### src/include/sata_xport_consts.svh
`ifndef SATA_XPORT_CONSTS_SVH
`define SATA_XPORT_CONSTS_SVH

// fifo geometry
`define XP_ADDR_W           9           // 512 entries
`define XP_DEPTH            512         // words per direction
`define XP_DATA_W           32          // dword payload
`define XP_MASK_W           2           // half-word mask
`define XP_TYPE_W           2           // word type code
`define XP_WORD_W           36          // type + mask + data

// fill thresholds, in words
`define XP_H2D_HEADROOM     8           // host stops below depth minus this
`define XP_XMIT_START_FILL  64          // start an incomplete fis at this fill
`define XP_D2H_MANY_FILL    8           // host may burst-read
`define XP_D2H_STOP_FILL    448         // link must pause

// type codes, both directions
`define XP_H2D_DATA         2'd0
`define XP_H2D_HEAD         2'd1
`define XP_H2D_LAST         2'd2
`define XP_D2H_DATA         2'd0
`define XP_D2H_HEAD         2'd1
`define XP_D2H_OK           2'd2
`define XP_D2H_ERR          2'd3

`endif

### src/sata_xport_pkg.sv
`default_nettype none

`include "sata_xport_consts.svh"

package sata_xport_pkg;

    typedef logic [`XP_DATA_W-1:0] dword_t;     // one fis dword
    typedef logic [`XP_MASK_W-1:0] mask_t;      // half-word enables, 2'b11 normally
    typedef logic [`XP_ADDR_W:0]   fill_t;      // 0..512, needs one extra bit
    typedef logic [`XP_WORD_W-1:0] fifo_word_t; // raw storage word

    typedef enum logic [`XP_TYPE_W-1:0] {
        H2D_DATA = `XP_H2D_DATA,                // fis body
        H2D_HEAD = `XP_H2D_HEAD,                // first dword of a fis
        H2D_LAST = `XP_H2D_LAST                 // final dword, closes the frame
    } h2d_type_e;

    typedef enum logic [`XP_TYPE_W-1:0] {
        D2H_DATA = `XP_D2H_DATA,                // fis body
        D2H_HEAD = `XP_D2H_HEAD,                // first received dword
        D2H_OK   = `XP_D2H_OK,                  // status word, fis good
        D2H_ERR  = `XP_D2H_ERR                  // status word, fis invalidated
    } d2h_type_e;

    typedef struct packed {
        h2d_type_e typ;                         // msbs of the fifo word
        mask_t     mask;
        dword_t    data;
    } h2d_word_t;

    typedef struct packed {
        d2h_type_e typ;
        mask_t     mask;
        dword_t    data;
    } d2h_word_t;

    typedef struct packed {
        mask_t  mask;                           // as delivered by the link
        dword_t data;
    } rx_word_t;

endpackage

`default_nettype wire

### src/d2h_fis_tagger.sv
`timescale 1ns/1ps
`default_nettype none

module d2h_fis_tagger (
    input  wire logic                 clk,
    input  wire logic                 rst,
    input  wire logic                 rx_valid,         // link delivers a dword
    input  wire logic                 incom_start,      // new incoming fis
    input  wire logic                 incom_done,       // fis ended, crc good
    input  wire logic                 incom_invalidate, // fis ended with errors
    output logic                      push,             // write d2h fifo
    output sata_xport_pkg::d2h_type_e push_type         // type for that write
);

    sata_xport_pkg::d2h_type_e type_r;  // type of the next word to push
    logic                      fis_end; // done or invalidate this cycle
    logic                      fis_over; // status word goes out now

    assign fis_end = incom_done || incom_invalidate;

    // head after start, body after any word, status after the end
    always_ff @(posedge clk) begin
        if (rst || incom_start) begin
            type_r <= sata_xport_pkg::D2H_HEAD;
        end else if (rx_valid) begin
            type_r <= sata_xport_pkg::D2H_DATA;
        end else if (fis_end) begin
            type_r <= incom_invalidate ? sata_xport_pkg::D2H_ERR
                                       : sata_xport_pkg::D2H_OK;
        end
    end

    // only once per fis, and only if some body was received
    always_ff @(posedge clk) begin
        if (rst) begin
            fis_over <= 1'b0;
        end else begin
            fis_over <= fis_end && (type_r == sata_xport_pkg::D2H_DATA);
        end
    end

    assign push      = rx_valid || fis_over;
    assign push_type = type_r;          // already ok/err when fis_over fires

endmodule

`default_nettype wire

### config.mk
export PLATFORM = sky130hd
export DESIGN_NAME = d2h_fis_tagger
export DESIGN_NICKNAME = d
export VERILOG_FILES = /design/src/sata_xport_pkg.sv /design/src/d2h_fis_tagger.sv
export VERILOG_INCLUDE_DIRS = /design/src /design/src/include
export SDC_FILE = /design/constraint.sdc
export NUM_CORES = 1
export LEC_CHECK = 0
export ABC_AREA = 1
export BUFFER_PORTS_ARGS = -buffer_cell sky130_fd_sc_hd__buf_2
export CORE_AREA = 2 2 39 41
export CTS_CLUSTER_SIZE = 25
export DETAILED_ROUTE_END_ITERATION = 7
export DIE_AREA = 0 0 41 43
export PLACE_DENSITY = 0.3
export SETUP_SLACK_MARGIN = 0.05
export SKIP_LAST_GASP = 1
export SYNTH_ARGS = -nofsm -noshare
export SYNTH_HDL_FRONTEND = slang
export SYNTH_SLANG_ARGS = --single-unit
### constraint.sdc
create_clock -name clk -period 1.7 [get_ports clk]
set_input_delay 0.085 -clock clk [delete_from_list [all_inputs] [get_ports clk]]
set_output_delay 0.085 -clock clk [all_outputs]
set_load 0.02 [all_outputs]
==> flow_metrics.env <==
export IMPL_gp_congestion=0.542
export IMPL_p_int_w=0.000172
export IMPL_fin_setup_tns_ps=0
export IMPL_rsz0062_at_grt="no"
export IMPL_hold_viol_final=0
export IMPL_grt_pass1_vias=121
export IMPL_crit_fanout=1
export IMPL_ys_types=8
export IMPL_floorplan_initialDensity_pct=8.95
export IMPL_powerDensity_mw_per_mm2=1050
export IMPL_cp_arrival_ps=850
export IMPL_p_leak_nw=0.112
export IMPL_seqPwrFrac_pct=34.0
export IMPL_syn_area_per_cell_um2=6.88
export IMPL_grt_pass1_wl_um=400
export IMPL_power_net_switching_w=0.0000491
export IMPL_grt_usage_pct=4.21
export IMPL_viasPerCell=2.96
export IMPL_ff2ff_setup_slack_ps=1050
export IMPL_met2_usage_pct=4.38
export IMPL_fin_nets=37
export IMPL_antenna_left=0
export IMPL_top_usage_layer="met4"
export IMPL_clockPowerShare_pct=54.8
export IMPL_p_comb_share_pct=11.3
export IMPL_drtIter0Drc=1
export IMPL_grt_start_max_net_pins=4
export IMPL_switching_share_pct=22.2
export IMPL_clock_fmax_mhz=1070
export IMPL_critPathCaptureType="output port"
export IMPL_min_period_over_period_pct=55.2
export IMPL_vias=136
export IMPL_slowest_stage="dfxtp_1"
export IMPL_portBuffers=8
export IMPL_synthesis_area_um2=124
export IMPL_status="finished, final reports clean"
export IMPL_core_mm2=0.00138
export IMPL_relSlewSlack_pct=90.1
export IMPL_row_count=14
export IMPL_drt_total_wl_um=282
export IMPL_cts_setup_buffers=0
export IMPL_synth_area_leaders="dfxtp_1, nand2_1, inv_1"
export IMPL_drive_gt1_share_pct=40.0
export IMPL_dieArea_mm2=0.00176
export IMPL_wl_per_cell_um=6.13
export IMPL_cp_required_ps=1620
export IMPL_synthCells=18
export IMPL_yosysTopAreaCellShare_pct=48.5
export IMPL_fin_total_pwr_w=0.000221
export IMPL_synthArstFlopShare_pct=0
export IMPL_cts_buffers=3
export IMPL_synth_seq_cells=3
export IMPL_slew_violations=0
export IMPL_antenna_found_initial=0
export IMPL_cts_root_buf="clkbuf_4"
export IMPL_drv_cap=0
export IMPL_ctsLongestPathBuffers=2
export IMPL_cts_tree="yes"
export IMPL_min_period_ps=938
export IMPL_grtUsageMet1_pct=3.21
export IMPL_synth_common_cells="nand2_1, dfxtp_1, inv_1, nor2_1"
export IMPL_antenna_cells=0
export IMPL_clock_skew_ps=2.31
export IMPL_synth_top_area_cell="dfxtp_1"
export IMPL_synth_nets=24
export IMPL_worstSetupStartpointType="register"
export IMPL_setup_viol=0
export IMPL_drc_errors=0
export IMPL_slowest_delay_ps=280
export IMPL_first_pass_iters=2
export IMPL_die_h_um=43
export IMPL_ys_seq_area_share_pct=48.5
export IMPL_crit_type="reg2out"
export IMPL_path_clk_slew_ps=40
export IMPL_peakVddDrop_uv=168
export IMPL_synth_edf_count=0
export IMPL_fillerInstances=163
export IMPL_cts_max_level=1
export IMPL_grt_remaining_overflow=0
export IMPL_min_path_type="in2reg"
export IMPL_grt_met3_usage_pct=4.71
export IMPL_worstPathCellList="or2_1, buf_2"
export IMPL_holdBufCountCts=0
export IMPL_die_w_um=41
export IMPL_yosysMostFrequentCell="nand2_1"
export IMPL_ys_warn_count=0
export IMPL_cts_resized=0
export IMPL_clock_sinks=3
export IMPL_io_pins=9
export IMPL_worst_pin_slew_ps=147
export IMPL_synth_flop_cell="dfxtp_1"
export IMPL_clk_latency_ps=230
export IMPL_areaGrowthSynthToFinish_pct=69.7
-- power by group through the flow --
stage | combinational [W] | clock (W) | sequential (W)
6_report | 0.0000249 | 0.000121 | 0.0000752
3_5_place_dp | 0.0000251 | 0 | 0.0000763
2_1_floorplan | 0.0000103 | 0 | 0.0000789
5_1_grt | 0.0000274 | 0.000137 | 0.0000754
4_1_cts | 0.0000252 | 0.000129 | 0.0000752
3_3_place_gp | 0.0000251 | 0 | 0.0000763
-- final cells by class --
type,count,area [um2],share of cell area (%)
timing repair buffer,8,40.0,19.0
tap,16,20.0,9.52
clock buffer,4,26.3,12.5
multi-input combinational,12,52.6,25.0
inverter,3,11.3,5.36
sequential,3,60.1,28.6
-- layout by cell type, fill, tap and decap left out --
cell | synthesis | final
buf_2 | 0 | 8
nand2_1 | 5 | 5
inv_1 | 3 | 3
nor2_1 | 3 | 3
clkbuf_4 | 0 | 3
dfxtp_1 | 3 | 3
or2_1 | 1 | 1
nor2_2 | 1 | 1
nor3_1 | 1 | 1
o21ai_0 | 1 | 1
clkbuf_1 | 0 | 1
-- cells by family after synthesis --
| kind of cell | count (synthesis) | share of synthesized area [%] |
|---|---|---|
| and+or+nand+nor | 11 | 38.4 |
| DFF | 3 | 48.5 |
| buffers and inverters | 3 | 9.09 |
| AOI/OAI and AO/OA | 1 | 4.04 |
-- metrics by stage --
stage	instances	instance area (um2)	setup slack (ps)	hold slack (ps)	util, %
floorplan	18	124	974	157	-
global placement	42	184	1010	278	13.3
detailed placement	42	184	1000	278	13.3
CTS	46	210	747	30.2	15.2
global route	46	210	732	32.8	15.2
finish	46	210	762	37.1	15.2
-- critical path, delay by kind of cell, from the launching register on --
kind | cells | cell delay, ps
DFF | 1 | 280
and+or+nand+nor | 1 | 190
buffers and inverters | 1 | 150
-- final timing paths --
check	startpoint	cells past startpoint	endpoint
hold reg to reg	push_type[1]	2	push_type[1]
setup reg to reg	push_type[1]	2	push_type[1]
setup / recovery	fis_over	2	push
hold / removal	rst	2	fis_over
-- registers in the layout, indices dropped and copies added, names as in the netlist --
name and flops:
fis_over 1, push_type 2
-- metal layers --
layer	vias up	wire length, um
met4	0	0
li1	76	-
met1	55	121
met5	-	0
met2	5	130
met3	0	29
Power figures use the tool's default switching activity.
