**src/include/sata_xport_consts.svh**
```systemverilog
`ifndef SATA_XPORT_CONSTS_SVH
`define SATA_XPORT_CONSTS_SVH

// fifo geometry
`define XP_ADDR_W           9           // 512 entries
`define XP_DEPTH            512         // words per direction
`define XP_DATA_W           32          // dword payload
`define XP_MASK_W           2           // half-word mask
`define XP_TYPE_W           2           // word type code
`define XP_WORD_W           36          // type + mask + data

// fill thresholds, in words
`define XP_H2D_HEADROOM     8           // host stops below depth minus this
`define XP_XMIT_START_FILL  64          // start an incomplete fis at this fill
`define XP_D2H_MANY_FILL    8           // host may burst-read
`define XP_D2H_STOP_FILL    448         // link must pause

// type codes, both directions
`define XP_H2D_DATA         2'd0
`define XP_H2D_HEAD         2'd1
`define XP_H2D_LAST         2'd2
`define XP_D2H_DATA         2'd0
`define XP_D2H_HEAD         2'd1
`define XP_D2H_OK           2'd2
`define XP_D2H_ERR          2'd3

`endif

```
**src/sata_xport_pkg.sv**
```systemverilog
`default_nettype none

`include "sata_xport_consts.svh"

package sata_xport_pkg;

    typedef logic [`XP_DATA_W-1:0] dword_t;     // one fis dword
    typedef logic [`XP_MASK_W-1:0] mask_t;      // half-word enables, 2'b11 normally
    typedef logic [`XP_ADDR_W:0]   fill_t;      // 0..512, needs one extra bit
    typedef logic [`XP_WORD_W-1:0] fifo_word_t; // raw storage word

    typedef enum logic [`XP_TYPE_W-1:0] {
        H2D_DATA = `XP_H2D_DATA,                // fis body
        H2D_HEAD = `XP_H2D_HEAD,                // first dword of a fis
        H2D_LAST = `XP_H2D_LAST                 // final dword, closes the frame
    } h2d_type_e;

    typedef enum logic [`XP_TYPE_W-1:0] {
        D2H_DATA = `XP_D2H_DATA,                // fis body
        D2H_HEAD = `XP_D2H_HEAD,                // first received dword
        D2H_OK   = `XP_D2H_OK,                  // status word, fis good
        D2H_ERR  = `XP_D2H_ERR                  // status word, fis invalidated
    } d2h_type_e;

    typedef struct packed {
        h2d_type_e typ;                         // msbs of the fifo word
        mask_t     mask;
        dword_t    data;
    } h2d_word_t;

    typedef struct packed {
        d2h_type_e typ;
        mask_t     mask;
        dword_t    data;
    } d2h_word_t;

    typedef struct packed {
        mask_t  mask;                           // as delivered by the link
        dword_t data;
    } rx_word_t;

endpackage

`default_nettype wire

```
**src/h2d_frame_ctrl.sv**
```systemverilog
`timescale 1ns/1ps
`default_nettype none

`include "sata_xport_consts.svh"

module h2d_frame_ctrl (
    input  wire logic                      clk,
    input  wire logic                      rst,
    input  wire logic                      wr,        // word accepted into h2d fifo
    input  wire sata_xport_pkg::h2d_type_e wr_type,   // type of that word
    input  wire sata_xport_pkg::fill_t     fill,      // h2d fifo fill
    input  wire logic                      frame_ack, // link took the request
    output logic                           frame_req  // ask link for a new frame
);

    logic pending;      // head written, frame not yet requested
    logic head_wr;
    logic last_wr;
    logic fill_ok;      // enough buffered to start early
    logic start;

    assign head_wr = wr && (wr_type == sata_xport_pkg::H2D_HEAD);
    assign last_wr = wr && (wr_type == sata_xport_pkg::H2D_LAST);
    assign fill_ok = fill >= sata_xport_pkg::fill_t'(`XP_XMIT_START_FILL);

    // whole fis buffered, or enough of it that the link won't starve
    assign start = pending && (last_wr || fill_ok);

    always_ff @(posedge clk) begin
        if (rst || frame_req) begin
            pending <= 1'b0;                // one request per fis
        end else if (head_wr) begin
            pending <= 1'b1;
        end
    end

    always_ff @(posedge clk) begin
        if (rst) begin
            frame_req <= 1'b0;
        end else if (start) begin
            frame_req <= 1'b1;
        end else if (frame_ack) begin
            frame_req <= 1'b0;              // drop after handshake
        end
    end

endmodule

`default_nettype wire

```
**config.mk**
```make
export PLATFORM = sky130hd
export DESIGN_NAME = h2d_frame_ctrl
export DESIGN_NICKNAME = d
export VERILOG_FILES = /design/src/sata_xport_pkg.sv /design/src/h2d_frame_ctrl.sv
export VERILOG_INCLUDE_DIRS = /design/src /design/src/include
export SDC_FILE = /design/constraint.sdc
export NUM_CORES = 1
export LEC_CHECK = 0
export ABC_AREA = 1
export BUFFER_PORTS_ARGS = -buffer_cell sky130_fd_sc_hd__buf_2
export CORE_AREA = 2 2 39 41
export DETAILED_ROUTE_END_ITERATION = 10
export DIE_AREA = 0 0 41 43
export PLACE_DENSITY = 0.41
export SLEW_MARGIN = 10
export SYNTH_ARGS = -nofsm -noshare
export SYNTH_HDL_FRONTEND = slang
export SYNTH_SLANG_ARGS = --single-unit
```
**constraint.sdc**
```tcl
create_clock -name clk -period 0.8 [get_ports clk]
set_input_delay 0.12 -clock clk [delete_from_list [all_inputs] [get_ports clk]]
set_output_delay 0.12 -clock clk [all_outputs]
set_load 0.005 [all_outputs]
```
==> results_dict.tcl, run 1 <==
set metrics [dict create \
    hold_slack_ns 0.06537 \
    finalNetCount 45 \
    combPwrFrac 0.113 \
    period_share 0.9605 \
    drt-met1-wl_microns 89 \
    ys_warn_count 0 \
    wl_per_cell_microns 6.140 \
    powerDensity_nw_per_um2 1891 \
    power_frac_clock 0.590 \
    synth_nets 30 \
    status "completed" \
    htreeDepth 1 \
    cpPeakStageDelay_ns 0.31 \
    hp-start "rst" \
    io_buffers 10 \
    path_max_fanout 3 \
    relSlewSlack 0.8786 \
    die_area_sq_um 1763 \
    synthToLayoutAreaGrowth_pct 93.75 \
    io_pins 17 \
    critPathLaunchType "flop" \
    layout-drive-gt1-share 0.5556 \
    slew_viol_final 0 \
    dr.pass1.iters 1 \
    p_int_uw 296.5 \
    wl_met3_microns 50 \
    grt_max_degree 4 \
    start_util 0.07233 \
    antenna_found_initial 0 \
    crit_type "flop to output pin" \
    mostFrequentLayoutCell "buf_2" \
    clockBufferDepth 2 \
    highest_layer "met3" \
    setup_violations 0 \
    cts_sinks 2 \
    skew_ns 0.002379 \
    required_ns 0.68 \
    maxCapViolations 0 \
    worstPathArrival_ns 0.65 \
    grt.total_usage 0.04709 \
    final_core_util 0.1401 \
    drc 0 \
    grt_pass1_wl_microns 441 \
    ir_drop_uv 361.4 \
    seqPwrFrac 0.296 \
    power_leakage_nw 0.09641 \
    wirelength_microns 264 \
    cts_tree "yes" \
    switching_power_uw 70.33 \
    crit_chain "buf_2" \
    rr_startpoint "frame_req" \
    vias 135 \
    die_y_microns 43 \
    min_path_type "input port to flop" \
    cts-root-buf "clkbuf_4" \
    clock_latency_ns 0.22 \
    core_area_sq_um 1384 \
    fp-row-count 14 \
    fin_crit_ns 0.7684 \
    synth_cells 14 \
    rsz0062_at_grt "true" \
    hold_viol_final 0 \
    final_cell_mix "buf_2 (10), nor2_1 (3), clkbuf_4 (3)" \
    critPathTopFamily "flip-flops" \
    p_sw_frac 0.1917 \
    synth.yosys.seq_area_share 0.4000 \
    synth.distinct_cells 8 \
    wl_met2_microns 124 \
    avgSynthCellArea_sq_um 7.150 \
    via_per_inst 3.140 \
    rrSetupSlack_ns 0.22 \
    gp_congestion 0.5710 \
    die_width_microns 41 \
    clkTransAtPathRegs_ns 0.03 \
    grt_pass1_vias 152 \
    cp.buffers_inverters 1 \
    holdBufCountCts 0 \
    diodes 0 \
    cp-startpoint "frame_req" \
    yosys_register_bits 2 \
    ant_nets 0 \
    cts-buffers-inserted 3 \
    synthesis.area_sq_um 100.1 \
    power_uw 366.8 \
    drt-initial-drc-count 0 \
    nFillCells 166 \
    slowest_stage "dfxtp_2" \
    worst_slew_pin_slew_ns 0.1816 \
    max_freq_mhz 1301 \
    crit_path_end_kind "output pin" \
    gr-total-overflow 0 \
]
-- layer usage --
metal,up-vias,track usage
met4,0,0.08000
met1,55,0.02236
li1,72,-
met3,0,0.04712
met2,8,0.05938
met5,-,0
-- sequential cells by signal, indices dropped and copies added, names as in the netlist --
name	cells
frame_req	1
pending	1
-- logic make-up (layout without fill, tap and decap cells) --
family | after synthesis | count (layout) | synth area share
and+or+nand+nor | 8 | 8 | 0.3626
AOI/OAI and AO/OA | 2 | 2 | 0.1625
DFF | 2 | 2 | 0.4000
buffers and inverters | 2 | 15 | 0.07503
-- area by class of cell --
cell class / count / area (sq um) / share of cell area
clock buffers: 3 / 22.52 / 0.1161
well taps: 16 / 20.02 / 0.1032
multi-input cells: 10 / 52.55 / 0.2710
repair buffers: 10 / 50.05 / 0.2581
flip-flops and latches: 2 / 41.29 / 0.2129
inverters: 2 / 7.507 / 0.03871
-- power groups by stage --
stage / clock network [mW] / logic, mW / registers [mW]
5_1_grt: 0.247 / 0.0485 / 0.109
4_1_cts: 0.234 / 0.0426 / 0.109
6_report: 0.217 / 0.0415 / 0.109
3_5_place_dp: 0 / 0.0425 / 0.110
2_1_floorplan: 0 / 0.0154 / 0.109
3_3_place_gp: 0 / 0.0421 / 0.110
-- repair_timing --
action	4_1_cts	5_1_grt
endpoints found under the setup margin	1	1
endpoints found under the hold margin	0	0
resized for setup	1	0
buffers inserted	0	0
-- metrics by stage --
stage	TNS (ns)	instances	worst slack (ns)	cell area [sq um]
floorplan	0	14	0.2139	100.1
global placement	0	40	0.1517	170.2
detailed placement	0	40	0.1438	170.2
CTS	0	43	0.01694	193.9
global route	-0.0006892	43	-0.0006892	193.9
finish	0	43	0.03160	193.9
-- synth_stat cells --
| master | n | area (sq um) |
|---|---|---|
| nor3b_1 | 1 | 7.510 |
| dfxtp_1 | 2 | 40.04 |
| nand3_1 | 2 | 10.01 |
| inv_1 | 2 | 7.510 |
| a21oi_2 | 1 | 8.760 |
| o21a_1 | 1 | 7.510 |
| nand2_1 | 2 | 7.510 |
| nor2_1 | 3 | 11.26 |
-- final timing paths --
check,to,cells after the start
setup / recovery,frame_req,1
hold / removal,frame_req,2
setup reg to reg,pending,2
hold reg to reg,pending,1
Note: power is estimated with default switching activity, not from simulation.
==> run 2, diff against run 1 <==
--- a/config.mk
+++ b/config.mk
@@ -8,10 +8,12 @@
 export LEC_CHECK = 0
 export ABC_AREA = 1
 export BUFFER_PORTS_ARGS = -buffer_cell sky130_fd_sc_hd__buf_2
+export CELL_PAD_IN_SITES_DETAIL_PLACEMENT = 0
+export CELL_PAD_IN_SITES_GLOBAL_PLACEMENT = 1
 export CORE_AREA = 2 2 39 41
 export DETAILED_ROUTE_END_ITERATION = 10
 export DIE_AREA = 0 0 41 43
-export PLACE_DENSITY = 0.41
+export PLACE_DENSITY = 0.56
 export SLEW_MARGIN = 10
 export SYNTH_ARGS = -nofsm -noshare
 export SYNTH_HDL_FRONTEND = slang
==> constraint.sdc (replaced) <==
create_clock -name clk -period 0.9 [get_ports clk]
set_input_delay 0.135 -clock clk [delete_from_list [all_inputs] [get_ports clk]]
set_output_delay 0.135 -clock clk [all_outputs]
set_load 0.005 [all_outputs]
==> run 2 against run 1 <==
Net effect: setup slack gained 0.064 ns; combinational power shrank 10%; core utilization shrank 0.090 points; sequential power shrank 12%; register-to-register slack gained 0.09 ns; routed wire length shrank 3.0%; critical path depth is the same; die area is the same; power shrank 12%; final area shrank 0.65%; global-route usage shrank 0.30 points; critical endpoint unchanged; largest cell class unchanged; largest power group unchanged.
==> results_dict.tcl, run 2 (same netlist as run 1, synthesis figures left out) <==
set metrics [dict create \
    status "completed" \
    dr.pass1.iters 4 \
    grt_pass1_vias 118 \
    diodes 0 \
    vias 128 \
    skew_ns 0.002017 \
    rsz0062_at_grt "false" \
    nFillCells 160 \
    holdBufCountCts 0 \
    top_regs "frame_req: 1 flops, pending: 1 flops" \
    wirelength_microns 256 \
    core_area_sq_um 1384 \
    die_width_microns 41 \
    slew_viol_final 0 \
    drc 0 \
    period_share 0.8941 \
    slowest_stage "dfxtp_1" \
    fin_cells 43 \
    crit_path_end_kind "output pin" \
    clkTransAtPathRegs_ns 0.03 \
    cp.buffers_inverters 1 \
    relSlewSlack 0.8433 \
    cpPeakStageDelay_ns 0.33 \
    hold_slack_ns 0.08623 \
    die_area_sq_um 1763 \
    power_uw 324.2 \
    setup_violations 0 \
    htreeDepth 1 \
    mostFrequentLayoutCell "buf_2" \
    antenna_found_initial 0 \
    fp-row-count 14 \
    clock_latency_ns 0.22 \
    finalSetupTns_ns 0 \
    gp_congestion 0.5151 \
    start_util 0.07233 \
    power_leakage_nw 0.09595 \
    final_cell_mix "buf_2 (10), nor2_1 (3), clkbuf_4 (3)" \
    via_per_inst 2.977 \
    cts_tree "yes" \
    crit_type "flop to output pin" \
    place_inst 40 \
    gr-total-overflow 0 \
    powerDensity_nw_per_um2 1682 \
    dpl.hpwl_microns 207.2 \
    io_buffers 10 \
    worstPathArrival_ns 0.67 \
    postCtsSetupBuffers 0 \
    ir_drop_uv 517.6 \
    final_core_util 0.1392 \
    layout-drive-gt1-share 0.5185 \
    die_y_microns 43 \
    grt.total_usage 0.04409 \
    drt-initial-drc-count 3 \
    max_freq_mhz 1243 \
    maxCapViolations 0 \
    critPathTopFamily "flip-flops" \
    required_ns 0.76 \
    grt_max_degree 4 \
    fin_crit_ns 0.8047 \
    ant_nets 0 \
    cts_sinks 2 \
    crit_chain "buf_2" \
    finalNetCount 45 \
    clockBufferDepth 2 \
    min_path_type "input port to flop" \
    grt_pass1_wl_microns 420 \
    wl_per_cell_microns 5.953 \
    cts-root-buf "clkbuf_4" \
    worst_slew_pin_slew_ns 0.2346 \
    hold_viol_final 0 \
    path_max_fanout 3 \
    synthToLayoutAreaGrowth_pct 92.50 \
    cts.repair.resized 0 \
    cts-buffers-inserted 3 \
    critPathLaunchType "flop" \
    io_pins 17 \
]
run 2: changes by cell type in the layout (fill, tap and decap cells not counted):
cell / change
dfxtp_1: +1
dfxtp_2: -1
run 2: final timing paths:
kind	cells after the start	start	endpoint	slack (ns)
max	1	frame_req	frame_req	0.1
min	2	rst	frame_req	0.09
max reg2reg	2	frame_req	frame_req	0.31
min reg2reg	1	pending	pending	0.46
run 2: worst register-to-register path: stages (launching register included):
cell and delay [ns]:
dfxtp_1 0.33, nand2_1 0.07, a21oi_2 0.12
run 2: layer usage:
layer  up-vias  wire length [microns]  global-route usage
met5         -                      0                   0
met4         0                      0             0.06000
met3         0                     53             0.04712
met2        10                     76             0.04063
met1        47                    125             0.04153
li1         71                      -                   -
run 2: area by class of cell:
| type | instances | area (sq um) | area share |
|---|---|---|---|
| clock buffers | 3 | 22.52 | 0.1169 |
| flip-flops and latches | 2 | 40.04 | 0.2078 |
| multi-input cells | 10 | 52.55 | 0.2727 |
| repair buffers | 10 | 50.05 | 0.2597 |
| inverters | 2 | 7.507 | 0.03896 |
| well taps | 16 | 20.02 | 0.1039 |
run 2: power by group:
group,internal (mW),switching (mW)
registers,0.0939,0.00237
logic,0.0226,0.0147
clock network,0.146,0.0442
run 2: metrics by stage:
stage	setup WS (ns)	instance area, sq um
finish	0.09532	192.7
floorplan	0.3139	100.1
CTS	0.08060	192.7
global placement	0.2164	170.2
global route	0.05060	192.7
detailed placement	0.2148	170.2
==> run 3, diff against run 2 <==
==> constraint.sdc (replaced) <==
create_clock -name clk -period 0.8 [get_ports clk]
set_input_delay 0.12 -clock clk [delete_from_list [all_inputs] [get_ports clk]]
set_output_delay 0.12 -clock clk [all_outputs]
set_load 0.005 [all_outputs]
==> run 3 against run 2 <==
Net effect: critical path depth stayed put; largest power group unchanged; highest routed layer unchanged; final area grew 3.9%; sequential cell count unchanged; critical path type unchanged; sequential share of layout area decreased by 0.15 points.
==> results_dict.tcl, run 3 (same netlist as run 1, synthesis figures left out) <==
set metrics [dict create \
    status "completed" \
    io_buffers 10 \
    skew_ns 0.002017 \
    dr.pass1.iters 4 \
    cpPeakStageDelay_ns 0.32 \
    top_regs "frame_req: 1 flops, pending: 1 flops" \
    core_area_sq_um 1384 \
    drc 0 \
    grt.total_usage 0.04409 \
    power_frac_clock 0.583 \
    wl_per_cell_microns 6.000 \
    vias 128 \
    clockBufferDepth 2 \
    highest_layer "met3" \
    critPathTopFamily "flip-flops" \
    grt_pass1_vias 118 \
    slew_viol_final 0 \
    setup_violations 0 \
    fin_crit_ns 0.7645 \
    gp_congestion 0.5151 \
    clock_latency_ns 0.22 \
    cts-root-buf "clkbuf_4" \
    final_core_util 0.1447 \
    rsz0062_at_grt "false" \
    cts_tree "yes" \
    final_cell_mix "buf_2 (9), nor2_1 (3), clkbuf_4 (3)" \
    layout-drive-gt1-share 0.5556 \
    finalSetupTns_ns 0 \
    cts_sinks 2 \
    nFillCells 157 \
    worstSetupPathDepth 1 \
    worstPathArrival_ns 0.64 \
    maxCapViolations 0 \
    ant_nets 0 \
    fin_ws_ns 0.03554 \
    crit_type "flop to output pin" \
    hold_viol_final 0 \
    finalNetCount 45 \
    place_worst_setup_slack_ns 0.1298 \
    htreeDepth 1 \
    period_share 0.9556 \
    powerDensity_nw_per_um2 1839 \
    p_sw_frac 0.1886 \
    mostFrequentLayoutCell "buf_2" \
    ir_drop_uv 587.3 \
    worst_slew_pin_slew_ns 0.2346 \
    power_leakage_nw 0.09715 \
    combPwrFrac 0.121 \
    slowest_stage "dfxtp_2" \
    postCtsSetupBuffers 0 \
    wl_met2_microns 77 \
    die_y_microns 43 \
    io_pins 17 \
    via_per_inst 2.977 \
    max_freq_mhz 1308 \
    min_path_type "input port to flop" \
    switching_power_uw 69.42 \
    drt-initial-drc-count 3 \
    p_int_uw 298.7 \
    synthToLayoutAreaGrowth_pct 100.0 \
    start_util 0.07233 \
    cp.buffers_inverters 1 \
    die_width_microns 41 \
    dpl.hpwl_microns 207.2 \
    wirelength_microns 258 \
    cp-startpoint "frame_req" \
    clkTransAtPathRegs_ns 0.03 \
    die_area_sq_um 1763 \
    path_max_fanout 3 \
    gr-total-overflow 0 \
    grt_max_degree 4 \
    grt_pass1_wl_microns 420 \
    critPathLaunchType "flop" \
    rr_startpoint "frame_req" \
    holdPathStages 2 \
    hp-start "rst" \
    ff2ff_path_depth 2 \
    fp-row-count 14 \
    antenna_found_initial 0 \
    required_ns 0.68 \
    crit_chain "buf_6" \
    relSlewSlack 0.8433 \
    wl_met3_microns 54 \
    drt-met1-wl_microns 126 \
    crit_path_end_kind "output pin" \
    diodes 0 \
    cts-buffers-inserted 3 \
    seqPwrFrac 0.297 \
]
run 3: cell counts in the layout (fill, tap and decap cells not counted):
No cell type changed its count.
run 3: final timing paths:
check | end | slack [ns]
setup reg to reg | frame_req | 0.21
hold reg to reg | pending | 0.46
setup / recovery | frame_req | 0.04
hold / removal | frame_req | 0.06
run 3: power by group through the flow:
stage	Sequential, mW	Clock (mW)	Combinational [mW]
after floorplan	0.109	0	0.0154
after global routing	0.110	0.242	0.0517
after detailed placement	0.109	0	0.0425
after CTS	0.109	0.229	0.0427
final	0.109	0.214	0.0444
after global placement	0.109	0	0.0428
run 3: layout make-up:
class / instances / area [sq um] / share of cell area
flip-flops and latches: 2 / 41.29 / 0.2063
multi-input cells: 10 / 52.55 / 0.2625
repair buffers: 10 / 56.30 / 0.2813
inverters: 2 / 7.507 / 0.03750
clock buffers: 3 / 22.52 / 0.1125
well taps: 16 / 20.02 / 0.1000
run 3: repair_timing:
action	CTS	global route
hold buffers	0	0
gates resized for setup	1	1
endpoints found under the setup margin	1	1
run 3: layer usage:
metal / up-vias / GRT usage
met4: 0 / 0.06000
met3: 0 / 0.04712
met5: - / 0
met2: 10 / 0.04063
met1: 47 / 0.04153
li1: 71 / -
run 3: per-stage QoR:
stage          power, mW  instance area [sq um]  std cells  hold slack [ns]
2_1_floorplan     0.1249                  100.1         14           0.1824
3_3_place_gp      0.1522                  170.2         40           0.2985
3_5_place_dp      0.1520                  170.2         40           0.2972
4_1_cts           0.3810                  193.9         43          0.05570
5_1_grt           0.4039                  200.2         43          0.06000
6_report          0.3681                  200.2         43          0.06387
